--- src/rtl/sw_cfg_pkg.sv ---
package sw_cfg_pkg;

    localparam int data_w = 4;
    localparam int fifo_depth = 8;
    // Wide enough to hold fifo_depth itself
    localparam int cnt_w = 4;
    localparam int n_vc = 2;
    localparam int n_dest = 2;
    localparam int n_fifo = 5;

    // Bit order of the pause and error vectors
    localparam int fifo_mf = 0;
    localparam int fifo_v0 = 1;
    localparam int fifo_v1 = 2;
    localparam int fifo_d0 = 3;
    localparam int fifo_d1 = 4;

    typedef logic [data_w-1:0] dword_t;

    // Header bits sit above the data
    typedef struct packed {
        logic   vc;
        logic   dest;
        dword_t data;
    } flit_t;

endpackage

--- src/rtl/sw_ctrl_pkg.sv ---
package sw_ctrl_pkg;

    typedef enum logic [2:0] {
        st_reset  = 3'd0,
        st_init   = 3'd1,
        st_idle   = 3'd2,
        st_active = 3'd3,
        st_error  = 3'd4
    } ctrl_state_t;

endpackage

--- src/rtl/threshold_fifo.sv ---
`timescale 1ns/1ps

module threshold_fifo #(
    parameter type payload_t = sw_cfg_pkg::dword_t,
    parameter int  depth     = sw_cfg_pkg::fifo_depth
) (
    input  logic                         clk,
    input  logic                         reset_L,
    input  logic                         push,
    input  payload_t                     push_data,
    input  logic                         pop,
    output payload_t                     head,
    output logic                         empty,
    output logic                         full,
    output logic [sw_cfg_pkg::cnt_w-1:0] count,
    input  logic [sw_cfg_pkg::cnt_w-1:0] hi_thresh,
    output logic                         almost_full,
    output logic                         overflow
);
    import sw_cfg_pkg::*;

    localparam int ptr_w = (depth > 1) ? $clog2(depth) : 1;

    payload_t         mem [depth];
    logic [ptr_w-1:0] rd_ptr;
    logic [ptr_w-1:0] wr_ptr;
    logic             do_push;
    logic             do_pop;

    function automatic logic [ptr_w-1:0] ptr_inc(input logic [ptr_w-1:0] p);
        return (p == ptr_w'(depth - 1)) ? '0 : p + ptr_w'(1);
    endfunction

    assign empty = (count == '0);
    assign full = (count == cnt_w'(depth));
    assign almost_full = (count >= hi_thresh);
    assign head = mem[rd_ptr];

    // A pop frees its slot in the same cycle, so full still takes a push
    assign do_pop = pop && !empty;
    assign do_push = push && (!full || do_pop);

    always_ff @(posedge clk) begin
        if (do_push) begin
            mem[wr_ptr] <= push_data;
        end
    end

    always_ff @(posedge clk) begin
        if (!reset_L) begin
            rd_ptr <= '0;
            wr_ptr <= '0;
            count <= '0;
            overflow <= 1'b0;
        end else begin
            if (do_push) begin
                wr_ptr <= ptr_inc(wr_ptr);
            end
            if (do_pop) begin
                rd_ptr <= ptr_inc(rd_ptr);
            end
            case ({do_push, do_pop})
                2'b10:   count <= count + cnt_w'(1);
                2'b01:   count <= count - cnt_w'(1);
                default: count <= count;
            endcase
            // Dropped word
            overflow <= push && !do_push;
        end
    end

    // Clients check empty before they pop
    assert property (@(posedge clk) disable iff (!reset_L) pop |-> !empty)
        else $error("pop on empty FIFO");

    assert property (@(posedge clk) disable iff (!reset_L) count <= cnt_w'(depth))
        else $error("FIFO count above depth");

endmodule

--- src/rtl/vc_router.sv ---
`timescale 1ns/1ps

module vc_router (
    input  logic                        clk,
    input  logic                        reset_L,
    input  logic                        in_req,
    input  sw_cfg_pkg::flit_t           in_flit,
    output logic                        in_ack,
    output logic                        mf_push,
    output sw_cfg_pkg::flit_t           mf_push_data,
    input  sw_cfg_pkg::flit_t           mf_head,
    input  logic                        mf_empty,
    output logic                        mf_pop,
    output logic [sw_cfg_pkg::n_vc-1:0] vc_push,
    output sw_cfg_pkg::flit_t           vc_push_data,
    input  logic [sw_cfg_pkg::n_vc-1:0] vc_almost_full
);
    import sw_cfg_pkg::*;

    typedef enum logic {
        in_wait_req,
        in_wait_drop
    } in_state_t;

    in_state_t in_state;

    // Flit lands in the main FIFO on the edge that raises in_ack
    assign mf_push = (in_state == in_wait_req) && in_req;
    assign mf_push_data = in_flit;
    assign in_ack = (in_state == in_wait_drop);

    always_ff @(posedge clk) begin
        if (!reset_L) begin
            in_state <= in_wait_req;
        end else begin
            case (in_state)
                in_wait_req: begin
                    if (in_req) begin
                        in_state <= in_wait_drop;
                    end
                end
                in_wait_drop: begin
                    if (!in_req) begin
                        in_state <= in_wait_req;
                    end
                end
            endcase
        end
    end

    // Head moves only while its channel is below the high mark
    assign mf_pop = !mf_empty && !vc_almost_full[mf_head.vc];
    assign vc_push_data = mf_head;

    always_comb begin
        for (int v = 0; v < n_vc; v++) begin
            vc_push[v] = mf_pop && (int'(mf_head.vc) == v);
        end
    end

    assert property (@(posedge clk) disable iff (!reset_L) $rose(in_ack) |-> $past(in_req))
        else $error("in_ack rose without in_req");

endmodule

--- src/rtl/vc_arbiter.sv ---
`timescale 1ns/1ps

module vc_arbiter (
    input  logic                          clk,
    input  logic                          reset_L,
    input  sw_cfg_pkg::flit_t             vc_head [sw_cfg_pkg::n_vc],
    input  logic [sw_cfg_pkg::n_vc-1:0]   vc_empty,
    output logic [sw_cfg_pkg::n_vc-1:0]   vc_pop,
    output logic [sw_cfg_pkg::n_dest-1:0] d_push,
    output sw_cfg_pkg::dword_t            d_push_data,
    input  logic [sw_cfg_pkg::n_dest-1:0] d_almost_full,
    input  sw_cfg_pkg::dword_t            d_head [sw_cfg_pkg::n_dest],
    input  logic [sw_cfg_pkg::n_dest-1:0] d_empty,
    output logic [sw_cfg_pkg::n_dest-1:0] d_pop,
    output logic [sw_cfg_pkg::n_dest-1:0] out_req,
    output sw_cfg_pkg::dword_t            out_data [sw_cfg_pkg::n_dest],
    input  logic [sw_cfg_pkg::n_dest-1:0] out_ack
);
    import sw_cfg_pkg::*;

    typedef enum logic [1:0] {
        eg_idle,
        eg_load,
        eg_req,
        eg_release
    } eg_state_t;

    eg_state_t       eg_state [n_dest];
    logic [n_vc-1:0] vc_ready;
    flit_t           sel;

    // Ready means a head with room in its destination
    always_comb begin
        for (int v = 0; v < n_vc; v++) begin
            vc_ready[v] = !vc_empty[v] && !d_almost_full[vc_head[v].dest];
        end
    end

    // Lowest ready channel wins, a blocked one is skipped
    always_comb begin
        vc_pop = '0;
        sel = vc_head[0];
        for (int v = n_vc - 1; v >= 0; v--) begin
            if (vc_ready[v]) begin
                vc_pop = '0;
                vc_pop[v] = 1'b1;
                sel = vc_head[v];
            end
        end
    end

    assign d_push_data = sel.data;

    always_comb begin
        for (int d = 0; d < n_dest; d++) begin
            d_push[d] = (|vc_pop) && (int'(sel.dest) == d);
            out_req[d] = (eg_state[d] == eg_req);
            d_pop[d] = (eg_state[d] == eg_req) && out_ack[d];
        end
    end

    always_ff @(posedge clk) begin
        if (!reset_L) begin
            for (int d = 0; d < n_dest; d++) begin
                eg_state[d] <= eg_idle;
            end
        end else begin
            for (int d = 0; d < n_dest; d++) begin
                case (eg_state[d])
                    eg_idle:    if (!d_empty[d]) eg_state[d] <= eg_load;
                    eg_load:    eg_state[d] <= eg_req;
                    eg_req:     if (out_ack[d]) eg_state[d] <= eg_release;
                    eg_release: if (!out_ack[d]) eg_state[d] <= eg_idle;
                endcase
            end
        end
    end

    // Head word held steady for the whole request
    always_ff @(posedge clk) begin
        for (int d = 0; d < n_dest; d++) begin
            if (eg_state[d] == eg_load) begin
                out_data[d] <= d_head[d];
            end
        end
    end

    assert property (@(posedge clk) disable iff (!reset_L) $onehot0(vc_pop))
        else $error("more than one channel popped");

endmodule

--- src/rtl/link_ctrl_fsm.sv ---
`timescale 1ns/1ps

module link_ctrl_fsm (
    input  logic                                                  clk,
    input  logic                                                  reset_L,
    input  logic                                                  init,
    input  logic [sw_cfg_pkg::cnt_w-1:0]                          mf_hi,
    input  logic [sw_cfg_pkg::cnt_w-1:0]                          mf_lo,
    input  logic [sw_cfg_pkg::n_vc-1:0][sw_cfg_pkg::cnt_w-1:0]    vc_hi,
    input  logic [sw_cfg_pkg::n_vc-1:0][sw_cfg_pkg::cnt_w-1:0]    vc_lo,
    input  logic [sw_cfg_pkg::n_dest-1:0][sw_cfg_pkg::cnt_w-1:0]  d_hi,
    input  logic [sw_cfg_pkg::n_dest-1:0][sw_cfg_pkg::cnt_w-1:0]  d_lo,
    input  logic [sw_cfg_pkg::n_fifo-1:0]                         fifo_empty,
    input  logic [sw_cfg_pkg::n_fifo-1:0]                         fifo_overflow,
    output logic [sw_cfg_pkg::n_fifo-1:0][sw_cfg_pkg::cnt_w-1:0]  thr_hi,
    output logic [sw_cfg_pkg::n_fifo-1:0][sw_cfg_pkg::cnt_w-1:0]  thr_lo,
    output logic                                                  idle_out,
    output logic                                                  active_out,
    output logic                                                  error_out,
    output logic [sw_cfg_pkg::n_fifo-1:0]                         error_full
);
    import sw_cfg_pkg::*;
    import sw_ctrl_pkg::*;

    ctrl_state_t state;
    ctrl_state_t state_next;
    logic        all_empty;
    logic        any_overflow;

    assign all_empty = &fifo_empty;
    assign any_overflow = |fifo_overflow;

    assign idle_out = (state == st_idle);
    assign active_out = (state == st_active);
    assign error_out = (state == st_error);

    always_comb begin
        state_next = state;
        case (state)
            st_reset: state_next = st_init;
            st_init: begin
                if (init) begin
                    state_next = st_init;
                end else if (any_overflow) begin
                    state_next = st_error;
                end else if (all_empty) begin
                    state_next = st_idle;
                end else begin
                    state_next = st_active;
                end
            end
            st_idle: begin
                if (any_overflow) begin
                    state_next = st_error;
                end else if (!all_empty) begin
                    state_next = st_active;
                end
            end
            st_active: begin
                if (init) begin
                    state_next = st_init;
                end else if (any_overflow) begin
                    state_next = st_error;
                end else if (all_empty) begin
                    state_next = st_idle;
                end
            end
            // Only reset leaves error
            st_error: state_next = st_error;
            default:  state_next = st_reset;
        endcase
    end

    always_ff @(posedge clk) begin
        if (!reset_L) begin
            state <= st_reset;
            thr_hi <= '0;
            thr_lo <= '0;
            error_full <= '0;
        end else begin
            state <= state_next;
            if (state == st_init) begin
                thr_hi[fifo_mf] <= mf_hi;
                thr_lo[fifo_mf] <= mf_lo;
                for (int v = 0; v < n_vc; v++) begin
                    thr_hi[fifo_v0 + v] <= vc_hi[v];
                    thr_lo[fifo_v0 + v] <= vc_lo[v];
                end
                for (int d = 0; d < n_dest; d++) begin
                    thr_hi[fifo_d0 + d] <= d_hi[d];
                    thr_lo[fifo_d0 + d] <= d_lo[d];
                end
            end
            // Which FIFO dropped a word
            if (state_next == st_error && state != st_error) begin
                error_full <= fifo_overflow;
            end
        end
    end

endmodule

--- src/rtl/sw_top.sv ---
`timescale 1ns/1ps

module sw_top (
    input  logic                                                  clk,
    input  logic                                                  reset_L,
    input  logic                                                  init,
    input  logic [sw_cfg_pkg::cnt_w-1:0]                          mf_hi,
    input  logic [sw_cfg_pkg::cnt_w-1:0]                          mf_lo,
    input  logic [sw_cfg_pkg::n_vc-1:0][sw_cfg_pkg::cnt_w-1:0]    vc_hi,
    input  logic [sw_cfg_pkg::n_vc-1:0][sw_cfg_pkg::cnt_w-1:0]    vc_lo,
    input  logic [sw_cfg_pkg::n_dest-1:0][sw_cfg_pkg::cnt_w-1:0]  d_hi,
    input  logic [sw_cfg_pkg::n_dest-1:0][sw_cfg_pkg::cnt_w-1:0]  d_lo,
    input  logic                                                  in_req,
    input  sw_cfg_pkg::flit_t                                     in_flit,
    output logic                                                  in_ack,
    output logic [sw_cfg_pkg::n_dest-1:0]                         out_req,
    output sw_cfg_pkg::dword_t                        out_data [sw_cfg_pkg::n_dest],
    input  logic [sw_cfg_pkg::n_dest-1:0]                         out_ack,
    output logic                                                  idle_out,
    output logic                                                  active_out,
    output logic                                                  error_out,
    output logic [sw_cfg_pkg::n_fifo-1:0]                         error_full,
    output logic [sw_cfg_pkg::n_fifo-1:0]                         pause
);
    import sw_cfg_pkg::*;

    logic [n_fifo-1:0]            fifo_empty;
    logic [n_fifo-1:0]            fifo_overflow;
    logic [n_fifo-1:0][cnt_w-1:0] thr_hi;

    logic              mf_push;
    flit_t             mf_push_data;
    logic              mf_pop;
    flit_t             mf_head;
    logic [n_vc-1:0]   vc_push;
    flit_t             vc_push_data;
    logic [n_vc-1:0]   vc_pop;
    flit_t             vc_head [n_vc];
    logic [n_dest-1:0] d_push;
    dword_t            d_push_data;
    logic [n_dest-1:0] d_pop;
    dword_t            d_head [n_dest];

    threshold_fifo #(.payload_t(flit_t), .depth(fifo_depth)) u_mf_fifo (
        .clk         (clk),
        .reset_L     (reset_L),
        .push        (mf_push),
        .push_data   (mf_push_data),
        .pop         (mf_pop),
        .head        (mf_head),
        .empty       (fifo_empty[fifo_mf]),
        .full        (),
        .count       (),
        .hi_thresh   (thr_hi[fifo_mf]),
        .almost_full (pause[fifo_mf]),
        .overflow    (fifo_overflow[fifo_mf])
    );

    for (genvar v = 0; v < n_vc; v++) begin : g_vc
        threshold_fifo #(.payload_t(flit_t), .depth(fifo_depth)) u_vc_fifo (
            .clk         (clk),
            .reset_L     (reset_L),
            .push        (vc_push[v]),
            .push_data   (vc_push_data),
            .pop         (vc_pop[v]),
            .head        (vc_head[v]),
            .empty       (fifo_empty[fifo_v0 + v]),
            .full        (),
            .count       (),
            .hi_thresh   (thr_hi[fifo_v0 + v]),
            .almost_full (pause[fifo_v0 + v]),
            .overflow    (fifo_overflow[fifo_v0 + v])
        );
    end

    // Destination FIFOs hold data only
    for (genvar d = 0; d < n_dest; d++) begin : g_dest
        threshold_fifo #(.payload_t(dword_t), .depth(fifo_depth)) u_d_fifo (
            .clk         (clk),
            .reset_L     (reset_L),
            .push        (d_push[d]),
            .push_data   (d_push_data),
            .pop         (d_pop[d]),
            .head        (d_head[d]),
            .empty       (fifo_empty[fifo_d0 + d]),
            .full        (),
            .count       (),
            .hi_thresh   (thr_hi[fifo_d0 + d]),
            .almost_full (pause[fifo_d0 + d]),
            .overflow    (fifo_overflow[fifo_d0 + d])
        );
    end

    vc_router u_router (
        .clk            (clk),
        .reset_L        (reset_L),
        .in_req         (in_req),
        .in_flit        (in_flit),
        .in_ack         (in_ack),
        .mf_push        (mf_push),
        .mf_push_data   (mf_push_data),
        .mf_head        (mf_head),
        .mf_empty       (fifo_empty[fifo_mf]),
        .mf_pop         (mf_pop),
        .vc_push        (vc_push),
        .vc_push_data   (vc_push_data),
        .vc_almost_full (pause[fifo_v1:fifo_v0])
    );

    vc_arbiter u_arbiter (
        .clk           (clk),
        .reset_L       (reset_L),
        .vc_head       (vc_head),
        .vc_empty      (fifo_empty[fifo_v1:fifo_v0]),
        .vc_pop        (vc_pop),
        .d_push        (d_push),
        .d_push_data   (d_push_data),
        .d_almost_full (pause[fifo_d1:fifo_d0]),
        .d_head        (d_head),
        .d_empty       (fifo_empty[fifo_d1:fifo_d0]),
        .d_pop         (d_pop),
        .out_req       (out_req),
        .out_data      (out_data),
        .out_ack       (out_ack)
    );

    // Low thresholds are kept in the controller but not consumed here
    link_ctrl_fsm u_ctrl (
        .clk           (clk),
        .reset_L       (reset_L),
        .init          (init),
        .mf_hi         (mf_hi),
        .mf_lo         (mf_lo),
        .vc_hi         (vc_hi),
        .vc_lo         (vc_lo),
        .d_hi          (d_hi),
        .d_lo          (d_lo),
        .fifo_empty    (fifo_empty),
        .fifo_overflow (fifo_overflow),
        .thr_hi        (thr_hi),
        .thr_lo        (),
        .idle_out      (idle_out),
        .active_out    (active_out),
        .error_out     (error_out),
        .error_full    (error_full)
    );

endmodule

--- config.mk ---
export PLATFORM = sky130hd
export DESIGN_NAME = sw_top
export DESIGN_NICKNAME = d
export VERILOG_FILES = /design/src/rtl/sw_cfg_pkg.sv /design/src/rtl/sw_ctrl_pkg.sv /design/src/rtl/threshold_fifo.sv /design/src/rtl/vc_router.sv /design/src/rtl/vc_arbiter.sv /design/src/rtl/link_ctrl_fsm.sv /design/src/rtl/sw_top.sv
export SDC_FILE = /design/constraint.sdc
export NUM_CORES = 1
export LEC_CHECK = 0
export BUFFER_PORTS_ARGS = -buffer_cell sky130_fd_sc_hd__buf_2
export CAP_MARGIN = 10
export CORE_ASPECT_RATIO = 0.5
export CORE_MARGIN = 2
export CORE_UTILIZATION = 50
export DETAILED_ROUTE_END_ITERATION = 10
export GPL_ROUTABILITY_DRIVEN = 0
export PLACE_DENSITY = 0.76
export SETUP_SLACK_MARGIN = 0.1
export SKIP_CTS_REPAIR_TIMING = 1
export SLEW_MARGIN = 40
export SYNTH_ARGS = -nofsm -noshare
export SYNTH_HDL_FRONTEND = slang
export SYNTH_SLANG_ARGS = --single-unit
export TNS_END_PERCENT = 100
--- constraint.sdc ---
create_clock -name clk -period 9.7 [get_ports clk]
set_clock_uncertainty 0.2 [all_clocks]
set_input_delay 0.97 -clock clk [delete_from_list [all_inputs] [get_ports clk]]
set_output_delay 0.97 -clock clk [all_outputs]
set_load 0.05 [all_outputs]
=== Word level (Yosys, flattened, before mapping) ===
Memories as Yosys holds them, arrays and structs flattened. A register that Yosys moved wholly into a read port is not among the register bits.
Cells that the tools add are included.
Widths: inputs -> output; s select.

* Output and inout port bits: 24
* Memories: 6
* Flip-flop bits (word level): 84
* Memory bits (writable): 212

{| class="wikitable"
|+ Memory list
! name !! depth !! bits a word !! read ports !! clocked after memory_dff !! write ports !! line !! text
|-
| g_vc[0].u_vc_fifo.mem || 8 || 6 || 1 || 1 || 1 || threshold_fifo.sv:24 || <nowiki>payload_t mem [depth];</nowiki>
|-
| g_vc[1].u_vc_fifo.mem || 8 || 6 || 1 || 1 || 1 || threshold_fifo.sv:24 ||
|-
| u_mf_fifo.mem || 8 || 6 || 1 || 1 || 1 || threshold_fifo.sv:24 ||
|-
| g_dest[0].u_d_fifo.mem || 8 || 4 || 1 || 1 || 1 || threshold_fifo.sv:24 ||
|-
| g_dest[1].u_d_fifo.mem || 8 || 4 || 1 || 1 || 1 || threshold_fifo.sv:24 ||
|-
| u_arbiter.eg_state || 2 || 2 || 2 || 0 || 2 || vc_arbiter.sv:28 || <nowiki>eg_state_t eg_state [n_dest];</nowiki>
|}

* Multiplexer cells: 90
* Reduce and logical (&&, ||, !) cells: 65
* $add $sub $neg: 20
* Bitwise gates (word level): 11
* Eq/ne operators: 37
* Magnitude comparators: 8

{| class="wikitable"
|+ Operators by type and width
! cell !! count
|-
| $mux 3 || 23
|-
| $mux 1 || 49
|-
| $pmux 4 s2 || 5
|-
| $eq 3x3->1 const B || 12
|-
| $add 3x1->3 const B || 10
|-
| $logic_and 1x1->1 || 26
|-
| $add 4x1->4 const B || 5
|-
| $eq 4x4->1 const B || 5
|-
| $ge 4x4->1 || 5
|-
| $logic_not 4->1 || 5
|-
| $mux 2 || 10
|-
| $sub 4x1->4 const B || 5
|-
| $eq 2x2->1 const B || 9
|-
| $logic_not 1->1 || 18
|-
| $pmux 3 s5 || 1
|-
| $eq 2x1->1 const B || 7
|-
| $mux 5 || 2
|-
| $reduce_bool 2->1 || 5
|-
| $or 1x1->1 || 8
|-
| $eq 3x2->1 const B || 2
|-
| $lt 1x2->1 const B || 3
|-
| $logic_or 1x1->1 || 5
|-
| $reduce_and 5->1 || 1
|-
| $reduce_or 5->1 || 1
|-
| 6 further kinds || 9
|}

=== Logic depth before layout (Yosys ltp) ===
Gate-level depths: netlist of run 1.

* Depth after elaboration: 12
* Mapped depth: 15
* Depth with buffers taken out: 15

=== By module ===
Synthesis of run 1 repeated with hierarchy kept, for this count alone.

* Cells, all modules: 1096
* Area total of the unflattened synthesis: 14899.3 µm²

{| class="wikitable"
|+ Modules (own cells, without submodules)
! module !! times used !! area an instance (µm²) !! cells an instance
|-
| threshold_fifo (g_vc[0].u_vc_fifo ...) || 3 || 2687.6 || 172
|-
| threshold_fifo (g_dest[0].u_d_fifo) || 1 || 2122.0 || 147
|-
| threshold_fifo (g_dest[1].u_d_fifo) || 1 || 2042.0 || 141
|-
| link_ctrl_fsm || 1 || 1835.5 || 215
|-
| vc_arbiter || 1 || 678.2 || 58
|-
| vc_router || 1 || 158.9 || 19
|}

=== Least setup slack after synthesis of run 1 ===
OpenSTA, ideal clock, no wires.

* Kind: flip-flop to flip-flop
* Start point: reg g_dest[1].u_d_fifo.count[0] in the netlist's numbering
* End point: reg g_vc[1].u_vc_fifo.count[3] in the netlist's numbering
* Setup slack: 5785 ps
* Stages on the path, launching flop included: 16
* Clock period less this slack: 3915 ps
* Data arrival time: 3645 ps
* Path through: dfxtp_1 > inv_1 > ha_1 > nand2b_1 > a2111oi_1 > o21a_1 > o21ai_0 > a21oi_1 > buf_2 > ha_1 > ha_1 > a21o_1 > a21oi_1 > xnor2_1 > or3_1 > a21oi_1

* Cells in the longest elaborated chain, start to end: 12

{| class="wikitable"
|+ Ends and longest elaborated chain
! what !! line !! text
|-
| from (decl) || threshold_fifo.sv:15 || <nowiki>output logic [sw_cfg_pkg::cnt_w-1:0] count,</nowiki>
|-
| from (signal assigned) || threshold_fifo.sv:63 || <nowiki>2'b10: count <= count + cnt_w'(1);</nowiki>
|-
| from (signal assigned) || threshold_fifo.sv:64 || <nowiki>2'b01: count <= count - cnt_w'(1);</nowiki>
|-
| from (signal assigned) || threshold_fifo.sv:65 || <nowiki>default: count <= count;</nowiki>
|-
| $ge 4x4->1 * || threshold_fifo.sv:36 || <nowiki>assign almost_full = (count >= hi_thresh);</nowiki>
|-
| $mux 1 (not written as such) (2 in series) || vc_arbiter.sv:35 || <nowiki>vc_ready[v] = !vc_empty[v] && !d_almost_full[vc_head[v].dest];</nowiki>
|-
| $logic_not 1->1 || vc_arbiter.sv:35 ||
|-
| $logic_and 1x1->1 || vc_arbiter.sv:35 ||
|-
| $mux 2 || vc_arbiter.sv:44 || <nowiki>if (vc_ready[v]) begin</nowiki>
|-
| $mux 2 * || vc_arbiter.sv:44 ||
|-
| $logic_and 1x1->1 * || threshold_fifo.sv:40 || <nowiki>assign do_pop = pop && !empty;</nowiki>
|-
| $logic_or 1x1->1 || threshold_fifo.sv:41 || <nowiki>assign do_push = push && (!full || do_pop);</nowiki>
|-
| $logic_and 1x1->1 || threshold_fifo.sv:41 ||
|-
| $eq 2x1->1 or $eq 2x2->1 (tied branches) || threshold_fifo.sv:62 || <nowiki>case ({do_push, do_pop})</nowiki>
|-
| $pmux 4 s2 or $reduce_bool 2->1 (tied branches) || n/a ||
|-
| to (signal assigned) || threshold_fifo.sv:63 ||
|-
| to (signal assigned) || threshold_fifo.sv:64 ||
|-
| to (signal assigned) || threshold_fifo.sv:65 ||
|-
| to (decl) || threshold_fifo.sv:15 ||
|}

Every way passes the cells marked *; elsewhere a longest branch is shown, timed or not. The select of a mux whose other input is x is not followed.
A chain may end at the register's enable or synchronous reset.

==> out/metrics.csv, run 1 <==
metric,value,unit
Synth-to-Final Area Change,12.6,%
Die Height,117,microns
Routed Antenna Nets,0,
f_max,229,MHz
Post-Place Cells,1285,
area of the die,0.0270,sq mm
Setup Crit Path Kind,flop to flop,
Finished Cell Area,0.0144,sq mm
"Warnings, synthesis",0,
WL/cell,17.6,microns
max-slew violation count,0,
post-synthesis async set-or-reset flop share,0,%
CP max FO,10,
worst hold path cell count,2,
Static Leak,5.02,nW
CTS root buf,clkbuf_16,
Max-Cap Viols,0,
RSZ-0062 raised after global routing,false,
"Cell Area, Placed",0.0135,sq mm
Peak VDD IR,0.000125,V
vias in the first global route,7326,
CP endpoint,g_dest[0].u_d_fifo.count[2]$_SDFFE_PN0P_,
H-tree depth,1,
reg2reg path depth,12,
sequential share of the synthesized area,62.3,%
IO buf count,55,
status,finished clean,
main area contributors after synthesis,"edfxtp_1 (48%), dfxtp_1 (15%), mux4_2 (7.7%)",
starting density of the core,50.9,%
Synthesized Nets,1033,
fraction of layout cells with a size suffix above 1,19.9,%
pin count of the biggest net entering global routing,45,
ANT cells,0,
"EDFF count, synth",204,
row count,41,
Core ar.,0.0252,sq mm
via count,7388,
count of different cell masters after synthesis,63,
first-pass GRT wire length,37600,microns
Ports,76,
leading area contributor after synthesis,edfxtp_1,
initial antenna violation count,1,
drt drc,0,
Clock Latency Late Sink,0.54,ns
First-pass DRT Iterations,5,
# nets final,1081,
CTS max path bufs,3,
crit path launch type,flop,
cell area after synthesis,0.0128,sq mm
Max-slew headroom,44.7,%
ys flop type,edfxtp_1,
fin crit share,45.0,%
cell area power density,248,mW/mm^2
Worst setup EP type,flop,
Total GRT Usage,17.7,%
Worst Tran Pin Value,0.823,ns
Synth Register Bits,297,
Vias/cell,5.53,
DP HPWL,16100,microns
syn_area_per_cell,13.9,sq um
Worst EP required,9.97,ns
Final min period,4.36,ns
Sink Count,297,
most frequent cells in the layout,"edfxtp_1 (204), dfxtp_1 (92), nand2_1 (75)",
final-report hold violation count,0,
r2r endpoint,g_dest[0].u_d_fifo.count[2]$_SDFFE_PN0P_,
final std cells w/o fill,1335,
final setup fails,0,
Yosys top cell area share,47.8,%
"most common cell after layout, fill and taps aside",edfxtp_1,
"Reg clk slew, reported paths",0.07,ns
FF-to-FF setup slack,5.34,ns
Die X,230,microns
Mapped Cells,923,
TritonCTS clock tree,yes,
grt total ovfl,0,
clock buffer count from CTS,27,
Initial DRC Count,454,
CP arrival,4.63,ns
setup_tns,0,ns
worst min path class,flop to flop,
Routed WL,23500,microns
-- synth_stat cells, types with 2 or more instances --
cell type  instances
and3_1             2
mux2_2            14
edfxtp_1         204
mux4_2            44
nor4b_1            5
nor3b_2            2
o211ai_1           2
or4_1              3
fa_1               3
buf_4              5
nor3_1            19
a211oi_1           5
o211a_1            2
nor2b_1            7
buf_6              2
a21o_1             9
o31a_1             2
o21a_1             3
nand3_1           10
buf_1              6
mux4_1             4
nor3b_1           16
nor2_1            68
xnor2_1            7
or3_1             14
nand3b_1           6
o21ai_0           24
ha_1              55
a32oi_1            2
clkbuf_1          25
nand2b_1          12
nor4_1             9
inv_1             38
o21ai_1            2
xor2_1            12
mux2i_1           25
dfxtp_1           93
buf_2              2
a21oi_1           61
nand2_1           75
nand4_1            2
-- metal layers --
layer / up-vias / part of all wire (%) / track usage [%]
met5: - / 0.051 / 0
met4: 2 / 1.5 / 3.66
met3: 36 / 4.4 / 3.68
met2: 126 / 51 / 32.9
met1: 3665 / 43 / 21.9
li1: 3559 / - / -
-- cell type report --
cell class,instances,area (sq um)
clock buffer,31,701
clock inverter,18,219
fill,1913,10800
inverter,38,143
multi-input combinational,548,4640
sequential,297,7990
tap,344,430
timing repair buffer,59,309
-- metrics by stage --
stage	hold WS [ns]	setup slack [ns]	total power, W	utilization, %
after global placement	0.244	5.20	0.00245	53.1
after CTS	0.260	5.01	0.00360	57.1
after floorplan	0.221	5.78	0.00231	-
after global routing	0.283	4.98	0.00376	57.3
final	0.256	5.34	0.00358	57.3
after detailed placement	0.251	5.03	0.00251	53.4
-- registers in the layout, summed over array words and instances, names as in the netlist, 5 cells and up, named ones only --
register,cells
u_arbiter.out_data,8
g_vc.u_vc_fifo.wr_ptr,6
g_dest.u_d_fifo.wr_ptr,6
g_vc.u_vc_fifo.rd_ptr,6
g_dest.u_d_fifo.mem,64
g_dest.u_d_fifo.rd_ptr,6
u_ctrl.error_full,5
u_mf_fifo.mem,48
g_vc.u_vc_fifo.count,8
g_dest.u_d_fifo.count,8
g_vc.u_vc_fifo.mem,80
u_ctrl.thr_hi,20
-- how the worst min path moves through the flow --
| stage | end | start |
|---|---|---|
| after detailed placement | u_ctrl.thr_hi[19]$_SDFFE_PN0P_ | u_ctrl.thr_hi[19]$_SDFFE_PN0P_ |
| after global routing | u_ctrl.thr_hi[5]$_SDFFE_PN0P_ | u_ctrl.thr_hi[5]$_SDFFE_PN0P_ |
| after CTS | u_ctrl.thr_hi[19]$_SDFFE_PN0P_ | u_ctrl.thr_hi[19]$_SDFFE_PN0P_ |
| after global placement | u_ctrl.thr_hi[18]$_SDFFE_PN0P_ | u_ctrl.thr_hi[18]$_SDFFE_PN0P_ |
| after floorplan | u_ctrl.state[1]$_SDFF_PN0_ | u_mf_fifo.overflow$_SDFF_PN0_ |
| final | u_ctrl.thr_hi[19]$_SDFFE_PN0P_ | u_ctrl.thr_hi[19]$_SDFFE_PN0P_ |
-- where the power goes --
| group | switching [W] | leakage, nW | total (W) | internal (W) |
|---|---|---|---|---|
| Combinational | 0.000541 | 1.97 | 0.000850 | 0.000309 |
| Clock | 0.000466 | 0.447 | 0.00110 | 0.000631 |
| Sequential | 0.0000985 | 2.60 | 0.00164 | 0.00154 |
-- worst max-delay path, stage by stage (launching register included) --
cell     delay, ns
dfxtp_1       0.60
mux4_2        0.57
mux2i_1       0.49
a32oi_1       0.14
nor3_1        0.64
inv_1         0.27
ha_1          0.33
xor2_1        0.16
ha_1          0.20
a21oi_1       0.15
xor2_1        0.09
or3_1         0.31
a21oi_1       0.14
-- cell families after synthesis --
kind of cell | after synthesis | share of synthesized area (%)
flops | 297 | 62.3
simple gates | 261 | 10.3
compound gates | 122 | 5.79
mux | 88 | 11.9
buf+inv | 78 | 2.57
fa+ha+maj | 58 | 5.84
xor+xnor | 19 | 1.30
Power figures use the tool's default switching activity.
==> run 2: changes to the inputs <==
Clock period 9.7 ns to 4.3 ns, I/O delays scaled along.
==> out/metrics.csv, run 2 (synthesized netlist as in run 1, its figures left out) <==
metric,value,unit
DP HPWL,16700,microns
Clock Latency Late Sink,0.53,ns
IO buf count,55,
Core ar.,0.0252,sq mm
Vias/cell,5.46,
grt total ovfl,0,
Worst setup EP type,flop,
first-pass GRT wire length,38800,microns
final setup fails,0,
clock buffer count from CTS,27,
status,finished clean,
f_max,257,MHz
Worst EP required,4.55,ns
Routed Antenna Nets,0,
ANT cells,0,
pin count of the biggest net entering global routing,41,
drt drc,0,
Die X,230,microns
"Reg clk slew, reported paths",0.06,ns
Max-Cap Viols,0,
Sink Count,297,
Total Power,0.00801,W
final std cells w/o fill,1399,
Ports,76,
area of the die,0.0270,sq mm
via count,7644,
TritonCTS clock tree,yes,
CTS max path bufs,3,
max reg flops,80,
"Cell Area, Placed",0.0137,sq mm
WL/cell,17.5,microns
Initial DRC Count,564,
Biggest register,g_vc.u_vc_fifo.mem,
"most common cell after layout, fill and taps aside",edfxtp_1,
CP max FO,6,
Synth-to-Final Area Change,15.4,%
final-report hold violation count,0,
setup_tns,0,ns
initial antenna violation count,0,
cell area power density,542,mW/mm^2
biggest regs,"g_vc.u_vc_fifo.mem x80, g_dest.u_d_fifo.mem x64, u_mf_fifo.mem x48",
fin crit share,90.5,%
Static Leak,5.26,nW
Setup Crit Path Kind,flop to flop,
Finished Cell Area,0.0148,sq mm
row count,41,
Die Height,117,microns
Total GRT Usage,18.3,%
# nets final,1145,
most frequent cells in the layout,"edfxtp_1 (204), dfxtp_1 (92), nand2_1 (75)",
RSZ-0062 raised after global routing,false,
hold slack,0.0313,ns
Peak VDD IR,0.000311,V
max-slew violation count,0,
CP arrival,4.14,ns
vias in the first global route,7621,
Final min period,3.89,ns
Routed WL,24500,microns
Worst Tran Pin Value,0.822,ns
crit path launch type,flop,
fraction of layout cells with a size suffix above 1,20.2,%
worst min path class,input pin to flop,
starting density of the core,50.9,%
First-pass DRT Iterations,7,
H-tree depth,1,
Max-slew headroom,45.2,%
CTS root buf,clkbuf_16,
Post-Place Cells,1323,
-- run 2: changes by cell type in the layout (fill, tap and decap cells not counted), sizes merged --
cell         previous run  this run
clkinvlp                2         1
clkbuf                 31        36
inv                    39        38
dlygate4sd3             0        27
buf                    59        96
bufinv                  4         1
-- run 2: cell type report --
class	instances	area (sq um)
fillers	1885	10400
flip-flops and latches	297	7990
multi-input cells	548	4530
repair buffers	123	853
clock buffers	36	753
well taps	344	430
inverters	38	143
clock inverters	13	90.1
-- run 2: power by group --
part           internal (W)  total [W]  leakage, nW  switching, W
clock               0.00129    0.00230        0.417       0.00101
combinational      0.000769    0.00207         2.25       0.00130
sequential          0.00347    0.00364         2.60      0.000173
total               0.00552    0.00801         5.26       0.00249
-- run 2: final timing paths --
kind,startpoint,to,slack [ns],depth (start not counted)
setup / recovery,g_dest[1].u_d_fifo.count[0]$_SDFFE_PN0P_,g_vc[1].u_vc_fifo.count[3]$_SDFFE_PN0P_,0.41,16
hold / removal,init,u_ctrl.state[1]$_SDFF_PN0_,0.03,3
setup reg to reg,g_dest[1].u_d_fifo.count[0]$_SDFFE_PN0P_,g_vc[1].u_vc_fifo.count[3]$_SDFFE_PN0P_,0.41,16
hold reg to reg,u_ctrl.thr_hi[18]$_SDFFE_PN0P_,u_ctrl.thr_hi[18]$_SDFFE_PN0P_,0.26,2
-- run 2: critical path, cell delays in order (launching register included) --
cell	delay, ns
dfxtp_1	0.43
inv_1	0.10
ha_1	0.27
nand2b_1	0.14
a2111oi_1	0.48
buf_4	0.22
o21a_1	0.18
o21ai_0	0.09
a21oi_1	0.20
buf_4	0.18
ha_1	0.21
ha_1	0.24
a21o_1	0.17
a21oi_1	0.17
xnor2_1	0.09
or3_1	0.30
a21oi_1	0.14
-- run 2: per-stage QoR --
| step | setup WS [ns] | util (%) |
|---|---|---|
| global placement | 0.427 | 54.2 |
| CTS | 0.376 | 57.6 |
| global route | 0.105 | 58.7 |
| detailed placement | 0.370 | 54.2 |
| floorplan | 0.385 | - |
| finish | 0.408 | 58.7 |
-- run 2: routing by layer --
metal | global-route usage, % | vias up | wire (microns)
met5 | 0 | - | 0
met4 | 5.55 | 0 | 646
met3 | 3.08 | 48 | 1000
met2 | 34.2 | 164 | 12500
met1 | 22.0 | 3760 | 10400
li1 | - | 3672 | -
==> run 3: changes to the inputs <==
Settings changed: ABC_AREA from default to 1, PLACE_DENSITY 0.76 to 0.75.
==> out/metrics.csv, run 3 <==
metric,value,unit
status,finished with violations,
failing checks,hold timing,
row count,41,
cell area after synthesis,0.0132,sq mm
Peak VDD IR,0.000326,V
Worst EP required,4.56,ns
fin crit share,88.8,%
First-pass DRT Iterations,5,
leading area contributor after synthesis,edfxtp_1,
Core ar.,0.0255,sq mm
via count,9219,
Max-Cap Viols,0,
most frequent cells in the layout,"edfxtp_1 (204), nand2_1 (195), nor2_1 (185)",
area of the die,0.0277,sq mm
Synthesized Nets,1420,
final-report hold violation count,21,
Biggest register,g_vc.u_vc_fifo.mem,
Ports,76,
Static Leak,5.80,nW
"Reg clk slew, reported paths",0.07,ns
main area contributors after synthesis,"edfxtp_1 (47%), dfxtp_1 (14%), nand2_1 (5.6%)",
RSZ-0062 raised after global routing,false,
count of different cell masters after synthesis,40,
Clock Latency Late Sink,0.54,ns
Worst Tran Pin Value,0.832,ns
grt total ovfl,0,
"most common cell after layout, fill and taps aside",edfxtp_1,
vias in the first global route,9121,
f_max,262,MHz
pin count of the biggest net entering global routing,63,
initial antenna violation count,0,
Sink Count,297,
Die Height,119,microns
max reg flops,80,
Total GRT Usage,19.5,%
starting density of the core,51.5,%
WL/cell,15.4,microns
IO buf count,55,
biggest regs,"g_vc.u_vc_fifo.mem x80, g_dest.u_d_fifo.mem x64, u_mf_fifo.mem x48",
drt drc,0,
Vias/cell,5.33,
DP HPWL,18200,microns
Die X,233,microns
setup_tns,0,ns
ANT cells,0,
sequential share of the synthesized area,60.7,%
Final min period,3.82,ns
CTS root buf,clkbuf_16,
final std cells w/o fill,1729,
"Warnings, synthesis",0,
Max-slew headroom,44.1,%
Post-Place Cells,1673,
top-count cell post-synth,edfxtp_1,
CTS max path bufs,3,
fraction of layout cells with a size suffix above 1,11.2,%
Synth Register Bits,297,
final setup fails,0,
fin util,57.6,%
Synth-to-Final Area Change,11.8,%
CP arrival,4.08,ns
ys flop type,edfxtp_1,
first-pass GRT wire length,44100,microns
worst min path class,input pin to flop,
Setup Crit Path Kind,flop to flop,
Filler Cell Count,2056,
Routed WL,26600,microns
"top cells by count, synth","edfxtp_1 (204), nand2_1 (195), nor2_1 (185)",
# nets final,1475,
TritonCTS clock tree,yes,
Worst setup EP type,flop,
H-tree depth,1,
post-synthesis async set-or-reset flop share,0,%
Yosys top cell area share,46.6,%
CP max FO,13,
Routed Antenna Nets,0,
Initial DRC Count,675,
max-slew violation count,0,
Mapped Cells,1310,
crit path launch type,flop,
cell area power density,716,mW/mm^2
"EDFF count, synth",204,
hold slack,-0.0222,ns
clock buffer count from CTS,27,
syn_area_per_cell,10.0,sq um
## run 3: changes by cell type in the layout (fill, tap and decap cells not counted), sizes merged, moves of 15 or more
cell | before | now
a31oi | 0 | 18
buf | 96 | 67
dlygate4sd3 | 27 | 7
inv | 38 | 140
mux2 | 15 | 0
mux2i | 25 | 0
mux4 | 48 | 0
nand2 | 75 | 207
nand3 | 11 | 95
nor2 | 68 | 188
nor3b | 18 | 2
o21ai | 26 | 107
## run 3: worst paths after layout
check / cells past startpoint / slack [ns] / from / to
worst max-delay path: 19 / 0.48 / flop / u_mf_fifo.count[3]$_SDFFE_PN0P_
worst min-delay path: 3 / -0.02 / d_hi[0] / u_ctrl.thr_hi[12]$_SDFFE_PN0P_
worst max register to register: 19 / 0.48 / flop / u_mf_fifo.count[3]$_SDFFE_PN0P_
worst min register to register: 2 / 0.26 / u_ctrl.thr_hi[11]$_SDFFE_PN0P_ / u_ctrl.thr_hi[11]$_SDFFE_PN0P_
## run 3: cell families after synthesis
kind of cell	synth area share, %
AO/OA/AOI/OAI	9.16
XOR/XNOR	0.732
adder cells (fa/ha/maj)	5.69
buffers and inverters	5.88
flip-flops	60.7
AND/OR/NAND/NOR	17.8
## run 3: critical path, stage by stage, from the launching register on
cell and delay (ns):
dfxtp_1 0.63, inv_1 0.32, nand3_1 0.16, nand2_1 0.09, nand2_1 0.08, nand2_2 0.11
nand2_1 0.08, nand2_1 0.07, inv_2 0.09, nand2_4 0.08, nand3_2 0.13, nand2_1 0.30
ha_1 0.38, ha_1 0.34, nand2_1 0.07, nor2_1 0.04, a211oi_1 0.21, xor2_1 0.18
nand2_1 0.06, a21oi_1 0.12
## run 3: per-stage QoR
step           power (W)  area (sq um)  hold WS (ns)  setup slack, ns
6_report          0.0105         14700       -0.0222            0.480
5_1_grt           0.0112         14700       0.00210            0.129
4_1_cts           0.0106         14600        -0.122            0.569
3_5_place_dp     0.00829         13800         0.243            0.588
3_3_place_gp     0.00802         13700         0.245            0.688
2_1_floorplan    0.00719         13200         0.228             1.12
## run 3: cell type report
type	count	area [sq um]	area share (%)
clock inverter	13	62.6	0.425
tap	344	430	2.93
sequential	297	7990	54.3
timing repair buffer	74	435	2.96
inverter	142	533	3.62
multi-input combinational	823	4500	30.6
clock buffer	36	759	5.16
## run 3: per-layer routing
layer / wire length (microns) / track usage [%] / vias up
li1: - / - / 4585
met1: 11800 / 24.9 / 4387
met2: 13100 / 34.0 / 203
met3: 1020 / 3.62 / 44
met4: 600 / 5.58 / 0
met5: 0 / 0 / -
## run 3: power by group
part           internal [W]  switching (W)  leakage (nW)  total, W
combinational       0.00118        0.00287          2.77   0.00405
sequential          0.00394       0.000265          2.61   0.00421
clock               0.00124        0.00104         0.412   0.00227
